--- src/common/mclPkg.sv ---
package mclPkg;

  localparam int memFuncWidth = 4;
  localparam int magicWidth = 9;
  localparam int adWidth = 13;
  localparam int diagSliceWidth = 6;

  // Microword memory function field
  typedef enum logic [memFuncWidth-1:0] {
    funcNone        = 4'd0,
    funcLoadAr      = 4'd1,
    funcLoadArx     = 4'd2,
    funcRwCycle     = 4'd3,
    funcRpwCycle    = 4'd4,
    funcWrite       = 4'd5,
    funcUncondFetch = 4'd6,
    funcCondFetch   = 4'd7,
    funcEaCalc      = 4'd8,
    funcAdFunc      = 4'd9,
    funcRegFunc     = 4'd10
  } memFuncE;

  typedef struct packed {
    logic loadAr;
    logic loadArx;
    logic pause;
    logic write;
  } cycleBitsT;

  // Magic field as seen by EA calculation
  typedef struct packed {
    cycleBitsT  cycle;
    logic       prevCtx;
    logic       extendEa;
    logic [2:0] spare;
  } eaMagicT;

  // Magic field as seen by fetch and AD function cycles
  typedef struct packed {
    logic       skipEn;
    logic       fetchForce;
    logic       cacheInhibit;
    logic [5:0] spare;
  } fetchMagicT;

  typedef union packed {
    eaMagicT    eaView;
    fetchMagicT fetchView;
  } magicU;

  typedef struct packed {
    memFuncE memFunc;
    magicU   magic;
  } microwordT;

  typedef struct packed {
    logic isEaCalc;
    logic isAdFunc;
    logic isRegFunc;
    logic isCondFetch;
    logic isUncondFetch;
    logic isRequest;
  } funcFlagsT;

  typedef struct packed {
    logic user;
    logic public;
    logic previous;
    logic extended;
  } vmaCtxT;

  typedef struct packed {
    logic cry0;
    logic cry1;
    logic fov;
    logic fpd;
    logic userMode;
    logic userIot;
    logic publicMode;
    logic adrBrkInh;
    logic trapReq2;
    logic trapReq1;
    logic fxu;
    logic pcSection0;
  } pcFlagsT;

  // Same width as pcFlagsT so either can drive heldOrPc
  typedef struct packed {
    cycleBitsT cycle;
    vmaCtxT    ctx;
    logic      fetch;
    logic      regFunc;
    logic      cacheInhibit;
    logic      addrErr;
  } heldT;

  typedef struct packed {
    logic [2:0] readSel;
    logic       readEn;
    logic       forceExtend;
  } diagCfgT;

endpackage

--- src/hw/memFuncDecode.sv ---
`timescale 1ns/1ps

module memFuncDecode (
  input  mclPkg::microwordT          microword,
  input  logic [0:mclPkg::adWidth-1] ad,
  input  logic                       testSatisfied,
  output mclPkg::funcFlagsT          flags,
  output mclPkg::cycleBitsT          nextCycle
);

  logic condMet;

  // Conditional fetch only goes when the skip is armed
  assign condMet = microword.magic.fetchView.skipEn & testSatisfied;

  always_comb begin
    flags = '0;
    nextCycle = '0;
    flags.isRequest = 1'b1;

    case (microword.memFunc)
      mclPkg::funcNone: begin
        flags.isRequest = 1'b0;
      end
      mclPkg::funcLoadAr: begin
        nextCycle.loadAr = 1'b1;
      end
      mclPkg::funcLoadArx: begin
        nextCycle.loadArx = 1'b1;
      end
      mclPkg::funcRwCycle: begin
        nextCycle.loadAr = 1'b1;
        nextCycle.write = 1'b1;
      end
      mclPkg::funcRpwCycle: begin
        nextCycle.loadAr = 1'b1;
        nextCycle.pause = 1'b1;
        nextCycle.write = 1'b1;
      end
      mclPkg::funcWrite: begin
        nextCycle.write = 1'b1;
      end
      mclPkg::funcUncondFetch: begin
        flags.isUncondFetch = 1'b1;
        nextCycle.loadArx = 1'b1;
      end
      mclPkg::funcCondFetch: begin
        flags.isCondFetch = 1'b1;
        flags.isRequest = condMet;
        nextCycle.loadArx = condMet;
      end
      mclPkg::funcEaCalc: begin
        flags.isEaCalc = 1'b1;
        nextCycle = microword.magic.eaView.cycle;
      end
      mclPkg::funcAdFunc: begin
        flags.isAdFunc = 1'b1;
        // AD bits 1-4 carry the cycle type
        nextCycle = mclPkg::cycleBitsT'(ad[1:4]);
      end
      mclPkg::funcRegFunc: begin
        flags.isRegFunc = 1'b1;
      end
      default: begin
        flags.isRequest = 1'b0;
      end
    endcase
  end

endmodule

--- src/cycleCtl/memCycleCtl.sv ---
`timescale 1ns/1ps

module memCycleCtl (
  input  logic                                 clk,
  input  logic                                 reset,
  input  mclPkg::funcFlagsT                    flags,
  input  mclPkg::cycleBitsT                    nextCycle,
  input  logic                                 fetchForce,
  input  logic                                 cacheInhibit,
  input  mclPkg::vmaCtxT                       vmaCtx,
  input  logic                                 addrErr,
  input  logic                                 loadHeld,
  input  logic                                 condSelVma,
  input  mclPkg::pcFlagsT                      pcFlags,
  output mclPkg::cycleBitsT                    cycle,
  output logic                                 fetch,
  output logic                                 storeAr,
  output logic                                 mboxReq,
  output logic [0:$bits(mclPkg::pcFlagsT)-1]   heldOrPc
);

  logic        fetchNext;
  logic        regFuncReg;
  logic        cacheInhibitReg;
  mclPkg::heldT heldReg;

  // The fetch magic bits mean nothing in an EA calculation
  assign fetchNext = flags.isUncondFetch | flags.isCondFetch |
                     (fetchForce & ~flags.isEaCalc);

  always_ff @(posedge clk) begin
    if (reset) begin
      cycle <= '0;
      fetch <= 1'b0;
      regFuncReg <= 1'b0;
      cacheInhibitReg <= 1'b0;
      mboxReq <= 1'b0;
    end else begin
      mboxReq <= flags.isRequest;
      if (flags.isRequest) begin
        cycle <= nextCycle;
        fetch <= fetchNext;
        regFuncReg <= flags.isRegFunc;
        cacheInhibitReg <= cacheInhibit & ~flags.isEaCalc;
      end
    end
  end

  // Pure write-back half of a read-pause-write
  assign storeAr = cycle.pause & cycle.write & ~cycle.loadAr & ~cycle.loadArx;

  always_ff @(posedge clk) begin
    if (reset) begin
      heldReg <= '0;
    end else if (loadHeld) begin
      heldReg.cycle <= cycle;
      heldReg.ctx <= vmaCtx;
      heldReg.fetch <= fetch;
      heldReg.regFunc <= regFuncReg;
      heldReg.cacheInhibit <= cacheInhibitReg;
      heldReg.addrErr <= addrErr;
    end
  end

  // Conditional microcode sees either the held state or the PC flags
  assign heldOrPc = condSelVma ? heldReg : pcFlags;

endmodule

--- src/vmaContext/vmaContext.sv ---
`timescale 1ns/1ps

module vmaContext (
  input  logic                       clk,
  input  logic                       reset,
  input  mclPkg::funcFlagsT          flags,
  input  mclPkg::magicU              magic,
  input  logic [0:mclPkg::adWidth-1] ad,
  input  mclPkg::pcFlagsT            pcFlags,
  input  logic                       loadVmaContext,
  input  logic                       forceExtend,
  output mclPkg::vmaCtxT             vmaCtx,
  output logic                       addrErr
);

  mclPkg::vmaCtxT ctxNext;
  mclPkg::vmaCtxT ctxReg;
  logic           regFuncReg;
  logic           addrErrNext;

  always_comb begin
    ctxNext.previous = flags.isEaCalc & magic.eaView.prevCtx;

    // AD function supplies its own user and public bits
    if (flags.isAdFunc) begin
      ctxNext.user = ad[5];
      ctxNext.public = ad[6];
    end else begin
      ctxNext.user = pcFlags.userMode;
      ctxNext.public = pcFlags.publicMode;
    end

    // No extended reference out of section 0
    ctxNext.extended = ((flags.isEaCalc & magic.eaView.extendEa) | forceExtend) &
                       ~pcFlags.pcSection0;
  end

  // Extended address must not carry section bits in AD 6-11
  assign addrErrNext = ctxNext.extended & (ad[6:11] != '0);

  always_ff @(posedge clk) begin
    if (reset) begin
      ctxReg <= '0;
      regFuncReg <= 1'b0;
      addrErr <= 1'b0;
    end else if (loadVmaContext) begin
      ctxReg <= ctxNext;
      regFuncReg <= flags.isRegFunc;
      addrErr <= addrErrNext;
    end
  end

  // Register functions run with no user/public/previous context
  always_comb begin
    vmaCtx.user = ctxReg.user & ~regFuncReg;
    vmaCtx.public = ctxReg.public & ~regFuncReg;
    vmaCtx.previous = ctxReg.previous & ~regFuncReg;
    vmaCtx.extended = ctxReg.extended;
  end

endmodule

--- src/hw/diagRegs.sv ---
`timescale 1ns/1ps

module diagRegs #(
  parameter logic [3:0] diagAddr = 4'hA
) (
  input  logic                                  clk,
  input  logic                                  reset,
  input  logic                                  diagWrite,
  input  logic [3:0]                            diagRegAddr,
  input  logic [$bits(mclPkg::diagCfgT)-1:0]    diagData,
  output mclPkg::diagCfgT                       cfg
);

  logic addrHit;

  assign addrHit = diagRegAddr == diagAddr;

  // Written only when the diag strobe hits our address
  always_ff @(posedge clk) begin
    if (reset) begin
      cfg <= '0;
    end else if (diagWrite && addrHit) begin
      cfg <= mclPkg::diagCfgT'(diagData);
    end
  end

endmodule

--- src/hw/diagReadback.sv ---
`timescale 1ns/1ps

module diagReadback (
  input  mclPkg::diagCfgT                      cfg,
  input  mclPkg::cycleBitsT                    cycle,
  input  logic                                 fetch,
  input  logic                                 storeAr,
  input  logic                                 mboxReq,
  input  mclPkg::vmaCtxT                       vmaCtx,
  input  logic                                 addrErr,
  input  logic [0:$bits(mclPkg::pcFlagsT)-1]   heldOrPc,
  output logic [mclPkg::diagSliceWidth-1:0]    diagBus
);

  logic [mclPkg::diagSliceWidth-1:0] word;

  always_comb begin
    case (cfg.readSel)
      3'd0: begin
        word = {cycle, fetch, storeAr};
      end
      3'd1: begin
        word = {vmaCtx, addrErr, mboxReq};
      end
      3'd2: begin
        word = heldOrPc[0:5];
      end
      3'd3: begin
        word = heldOrPc[6:11];
      end
      // Upper selects are unused
      default: begin
        word = '0;
      end
    endcase
  end

  // Bus slice floats low when not reading
  assign diagBus = cfg.readEn ? word : '0;

endmodule

--- src/hw/mcl.sv ---
`timescale 1ns/1ps

module mcl #(
  parameter logic [3:0] diagAddr = 4'hA
) (
  input  logic                                 clk,
  input  logic                                 reset,
  input  mclPkg::microwordT                    microword,
  input  logic [0:mclPkg::adWidth-1]           ad,
  input  mclPkg::pcFlagsT                      pcFlags,
  input  logic                                 testSatisfied,
  input  logic                                 loadVmaContext,
  input  logic                                 loadHeld,
  input  logic                                 condSelVma,
  input  logic                                 diagWrite,
  input  logic [3:0]                           diagRegAddr,
  input  logic [$bits(mclPkg::diagCfgT)-1:0]   diagData,
  output mclPkg::cycleBitsT                    cycle,
  output logic                                 fetch,
  output logic                                 storeAr,
  output logic                                 mboxReq,
  output mclPkg::vmaCtxT                       vmaCtx,
  output logic                                 addrErr,
  output logic [0:$bits(mclPkg::pcFlagsT)-1]   heldOrPc,
  output logic [mclPkg::diagSliceWidth-1:0]    diagBus
);

  mclPkg::funcFlagsT flags;
  mclPkg::cycleBitsT nextCycle;
  mclPkg::diagCfgT   diagCfg;

  memFuncDecode decode (
    .microword(microword),
    .ad(ad),
    .testSatisfied(testSatisfied),
    .flags(flags),
    .nextCycle(nextCycle)
  );

  memCycleCtl cycleCtl (
    .clk(clk),
    .reset(reset),
    .flags(flags),
    .nextCycle(nextCycle),
    .fetchForce(microword.magic.fetchView.fetchForce),
    .cacheInhibit(microword.magic.fetchView.cacheInhibit),
    .vmaCtx(vmaCtx),
    .addrErr(addrErr),
    .loadHeld(loadHeld),
    .condSelVma(condSelVma),
    .pcFlags(pcFlags),
    .cycle(cycle),
    .fetch(fetch),
    .storeAr(storeAr),
    .mboxReq(mboxReq),
    .heldOrPc(heldOrPc)
  );

  vmaContext ctxRegs (
    .clk(clk),
    .reset(reset),
    .flags(flags),
    .magic(microword.magic),
    .ad(ad),
    .pcFlags(pcFlags),
    .loadVmaContext(loadVmaContext),
    .forceExtend(diagCfg.forceExtend),
    .vmaCtx(vmaCtx),
    .addrErr(addrErr)
  );

  diagRegs #(
    .diagAddr(diagAddr)
  ) diagCfgReg (
    .clk(clk),
    .reset(reset),
    .diagWrite(diagWrite),
    .diagRegAddr(diagRegAddr),
    .diagData(diagData),
    .cfg(diagCfg)
  );

  diagReadback readback (
    .cfg(diagCfg),
    .cycle(cycle),
    .fetch(fetch),
    .storeAr(storeAr),
    .mboxReq(mboxReq),
    .vmaCtx(vmaCtx),
    .addrErr(addrErr),
    .heldOrPc(heldOrPc),
    .diagBus(diagBus)
  );

endmodule

--- config.mk ---
export PLATFORM = sky130hd
export DESIGN_NAME = mcl
export DESIGN_NICKNAME = d
export VERILOG_FILES = /design/src/common/mclPkg.sv /design/src/hw/memFuncDecode.sv /design/src/cycleCtl/memCycleCtl.sv /design/src/vmaContext/vmaContext.sv /design/src/hw/diagRegs.sv /design/src/hw/diagReadback.sv /design/src/hw/mcl.sv
export SDC_FILE = /design/constraint.sdc
export NUM_CORES = 1
export LEC_CHECK = 0
export BUFFER_PORTS_ARGS = -buffer_cell sky130_fd_sc_hd__buf_2
export CORE_ASPECT_RATIO = 0.8
export CORE_MARGIN = 3
export CORE_UTILIZATION = 46
export CTS_CLUSTER_DIAMETER = 100
export DETAILED_ROUTE_END_ITERATION = 7
export GPL_TIMING_DRIVEN = 0
export HOLD_SLACK_MARGIN = 0.15
export PLACE_DENSITY_LB_ADDON = 0.12
export SYNTH_ARGS = -nofsm -noshare
export SYNTH_HDL_FRONTEND = slang
export SYNTH_SLANG_ARGS = --single-unit
--- constraint.sdc ---
create_clock -name clk -period 1.7 [get_ports clk]
set_input_delay 0.17 -clock clk [delete_from_list [all_inputs] [get_ports clk]]
set_output_delay 0.17 -clock clk [all_outputs]
set_load 0.005 [all_outputs]
==> reports/metrics.json <==
{
  "timing_worst_setup_path_type": "reg2out",
  "hold_class": "in2reg",
  "total_number_of_placement_rows": 19,
  "worst_relative_slew_slack": 0.534,
  "postSynthCellCount": 201,
  "yosysUniqueCellTypes": 41,
  "ant_diodes": 0,
  "stdcell_area_um2": 2470,
  "power.leakage_uw": 0.00112,
  "cts_tree": "done",
  "final_net_count": 349,
  "cts.sink_count": 31,
  "post_synth.cell_area_avg_um2": 8.92,
  "cp_data_required_time_ps": 1530,
  "via_count_of_the_first_global_routing_pass": 1536,
  "postSynthRegisterBits": 31,
  "end_point_of_the_worst_hold_path": "cycleCtl.cycle[2]$_SDFFE_PP0P_",
  "final.period_utilization": 0.973,
  "grt_setup_unrepaired": "yes",
  "worst-path-max-fanout": 9,
  "drt-initial-drc-count": 95,
  "fin_worst_skew_ps": 1.80,
  "synth_top_cell_area_share": 0.346,
  "vias_per_cell": 5.22,
  "worst_r2r_startpoint": "ctxRegs.regFuncReg$_SDFFE_PP0P_",
  "critPathCaptureType": "output port",
  "route.vias.total": 1817,
  "synth.largest_area_cell": "sky130_fd_sc_hd__dfxtp_1",
  "status": "complete, no violations",
  "design.die.area_um2": 4690,
  "cts_root_buffer": "sky130_fd_sc_hd__clkbuf_8",
  "r2r.worst_path.cells": 3,
  "reg2reg_slack_ps": 770,
  "die-width_um": 75.8,
  "power.density_cell_area_nw_per_um2": 673,
  "fillCellCount": 291,
  "start_util": 0.499,
  "main_flop_type_after_synthesis": "sky130_fd_sc_hd__dfxtp_1",
  "global_route.overflow_total": 0,
  "htree_levels": 2,
  "multiInputGateArea_um2": 1110,
  "fmax_ghz": 0.605,
  "wl_mm": 5.09,
  "first_pass_detailed_route_iteration_total": 4,
  "post_synth_instance_area_um2": 1790,
  "placeable_area_um2": 3590,
  "globalRoute.busiestLayer": "met2",
  "clock_latency_of_the_later_clocked_register_in_the_worst_skew_pair_ps": 280,
  "r2r-end": "cycleCtl.heldReg[5]$_SDFFE_PP0P_",
  "holdCritStartpoint": "ad[2]",
  "finalWeightedCongestion": 0.813,
  "critical_path_arrival_ps": 1480,
  "max-clock-path-buffers": 2,
  "synth.yosys.seq_area_share": 0.346,
  "async_flop_share": 0,
  "layout-drive-gt1-share": 0.422,
  "io_buffers": 77,
  "synth_nets": 255,
  "cap_violations": 0,
  "final-seq-area_um2": 629,
  "antenna_found_initial": 0,
  "grt.met2_usage": 0.323,
  "vert_die_dim_um": 61.8,
  "num_io_pins": 84,
  "drv_slew": 0,
  "tritoncts.num_buffers": 5,
  "global_route.usage.met3": 0.0498,
  "yosys_synthesis_warning_count": 0,
  "grt_start_max_net_pins": 11,
  "drt.antenna.violating_nets": 0,
  "timing.critical_path.from_type": "flip-flop",
  "post-route-drc-count": 0,
  "postPlaceCellArea_um2": 2240,
  "worstMarginPinSlew_ps": 694,
  "min_path_cells": 3,
  "detailed_place_hpwl_mm": 3.84,
  "global_route_wire_length_before_repair_mm": 7.49,
  "grt_util_met1": 0.314,
  "fin_crit_ps": 1650,
  "layout-area-overhead-vs-synth_pct": 37.8,
  "clk_transition_reported_paths_ps": 60,
  "wire_per_inst_um": 14.6,
  "synth.area.top_cells": "sky130_fd_sc_hd__dfxtp_1 (35%), sky130_fd_sc_hd__mux2i_1 (12%), sky130_fd_sc_hd__mux2_2 (10%), sky130_fd_sc_hd__nor2_1 (5.7%), sky130_fd_sc_hd__a21oi_1 (3.9%)",
  "synth_enable_flop_cells": 0,
  "final_hold_slack_ps": 171,
  "hold_violations": 0,
  "ir_drop_mv": 0.647,
  "grt_util_all_layers": 0.217,
  "setup_violations": 0
}
==> Yosys cell counts, drive strengths merged, types with 2 or more instances <==
| cell | count |
|---|---|
| nor2b | 6 |
| o21bai | 2 |
| or4 | 2 |
| and3b | 3 |
| dfxtp | 31 |
| a21oi | 14 |
| mux2i | 21 |
| buf | 8 |
| nand2 | 8 |
| a211oi | 2 |
| mux2 | 16 |
| inv | 7 |
| a22oi | 6 |
| nand3 | 3 |
| nor3b | 2 |
| nand2b | 8 |
| nor2 | 27 |
| a221oi | 3 |
| nor3 | 4 |
| clkbuf | 5 |
| o21ai | 7 |
==> critical path, stage by stage, from the launching register on <==
cell and delay, ps:
sky130_fd_sc_hd__dfxtp_1 330, sky130_fd_sc_hd__buf_6 150, sky130_fd_sc_hd__mux2_2 360, sky130_fd_sc_hd__a22oi_1 160, sky130_fd_sc_hd__a21oi_1 80, sky130_fd_sc_hd__buf_2 130
==> worst max-delay path by stage <==
stage / slack [ps] / depth (start not counted) / from / to
after CTS: 5 / 5 / diagCfgReg.cfg[2]$_SDFFE_PP0P_ / diagBus[1]
after global routing: -30 / 5 / diagCfgReg.cfg[2]$_SDFFE_PP0P_ / diagBus[1]
final: 50 / 5 / diagCfgReg.cfg[2]$_SDFFE_PP0P_ / diagBus[1]
after global placement: 9 / 5 / diagCfgReg.cfg[2]$_SDFFE_PP0P_ / diagBus[2]
after floorplan: 310 / 4 / diagCfgReg.cfg[2]$_SDFFE_PP0P_ / diagBus[2]
after detailed placement: -2 / 5 / diagCfgReg.cfg[2]$_SDFFE_PP0P_ / diagBus[2]
==> sequential cells by signal (all words and copies together) (netlist names) <==
name,count
ctxRegs.vmaCtx,1
cycleCtl.mboxReq,1
cycleCtl.cycle,4
cycleCtl.cacheInhibitReg,1
ctxRegs.regFuncReg,1
ctxRegs.addrErr,1
cycleCtl.fetch,1
cycleCtl.regFuncReg,1
diagCfgReg.cfg,5
cycleCtl.heldReg,12
ctxRegs.ctxReg,3
==> report_power, final <==
group	internal, uW	leakage (uW)	switching [uW]
Sequential	755	0.000254	21.8
Clock	287	0.0000422	266
Combinational	173	0.000824	159
Total	1210	0.00112	447
==> metal layers <==
layer	vias up	share of wire
met3	5	0.049
met2	53	0.45
met1	850	0.49
met4	0	0.0077
li1	909	-
met5	-	0
==> layout make-up <==
type,count,area share
tap,52,0.0263
timing repair buffer,88,0.196
multi-input combinational,150,0.448
clock inverter,1,0.00203
clock buffer,7,0.0309
buffer,12,0.0314
sequential,31,0.255
inverter,7,0.0106
==> through the flow <==
step           setup WS, ps  total power [uW]  instances  setup TNS (ps)   util
2_1_floorplan           312               957        201               0      -
3_3_place_gp           8.80              1090        330               0  0.625
3_5_place_dp          -1.51              1090        330           -1.51  0.625
4_1_cts                5.17              1660        343               0  0.671
5_1_grt               -28.3              1740        348           -84.8  0.688
6_report               46.3              1660        348               0  0.688
==> cells by family (layout without fill, tap and decap cells) <==
| kind of cell | Yosys count | in the layout | synth area share |
|---|---|---|---|
| flops | 31 | 31 | 0.346 |
| simple gates | 72 | 72 | 0.229 |
| buf+inv | 20 | 115 | 0.0565 |
| compound gates | 41 | 41 | 0.151 |
| mux | 37 | 37 | 0.218 |
==> what timing repair did <==
item | 4_1_cts | 5_1_grt
gates resized for setup | 5 | 10
setup endpoints to repair | 6 | 6
endpoints found under the hold margin | 6 | 0
setup buffers | 0 | 5
hold buffers | 6 | 0
pin swaps | 1 | 2
==> placed cells by master (no fill, tap or decap), types with 2 or more instances in the layout <==
| cell | n |
|---|---|
| sky130_fd_sc_hd__and3b_1 | 3 |
| sky130_fd_sc_hd__nor2_1 | 26 |
| sky130_fd_sc_hd__nor3_1 | 4 |
| sky130_fd_sc_hd__buf_4 | 9 |
| sky130_fd_sc_hd__clkbuf_1 | 6 |
| sky130_fd_sc_hd__o21bai_1 | 2 |
| sky130_fd_sc_hd__inv_1 | 7 |
| sky130_fd_sc_hd__mux2_2 | 16 |
| sky130_fd_sc_hd__nand2_1 | 8 |
| sky130_fd_sc_hd__nand2b_1 | 8 |
| sky130_fd_sc_hd__or4_1 | 2 |
| sky130_fd_sc_hd__buf_6 | 2 |
| sky130_fd_sc_hd__dlygate4sd3_1 | 6 |
| sky130_fd_sc_hd__clkbuf_8 | 5 |
| sky130_fd_sc_hd__buf_2 | 79 |
| sky130_fd_sc_hd__nand3_1 | 3 |
| sky130_fd_sc_hd__dfxtp_1 | 28 |
| sky130_fd_sc_hd__nor3b_4 | 2 |
| sky130_fd_sc_hd__mux2i_1 | 21 |
| sky130_fd_sc_hd__dfxtp_4 | 2 |
| sky130_fd_sc_hd__a21oi_1 | 14 |
| sky130_fd_sc_hd__o21ai_0 | 5 |
| sky130_fd_sc_hd__a221oi_1 | 3 |
| sky130_fd_sc_hd__a211oi_1 | 2 |
| sky130_fd_sc_hd__a22oi_1 | 5 |
| sky130_fd_sc_hd__nor2b_1 | 5 |
Power figures use the tool's default switching activity.
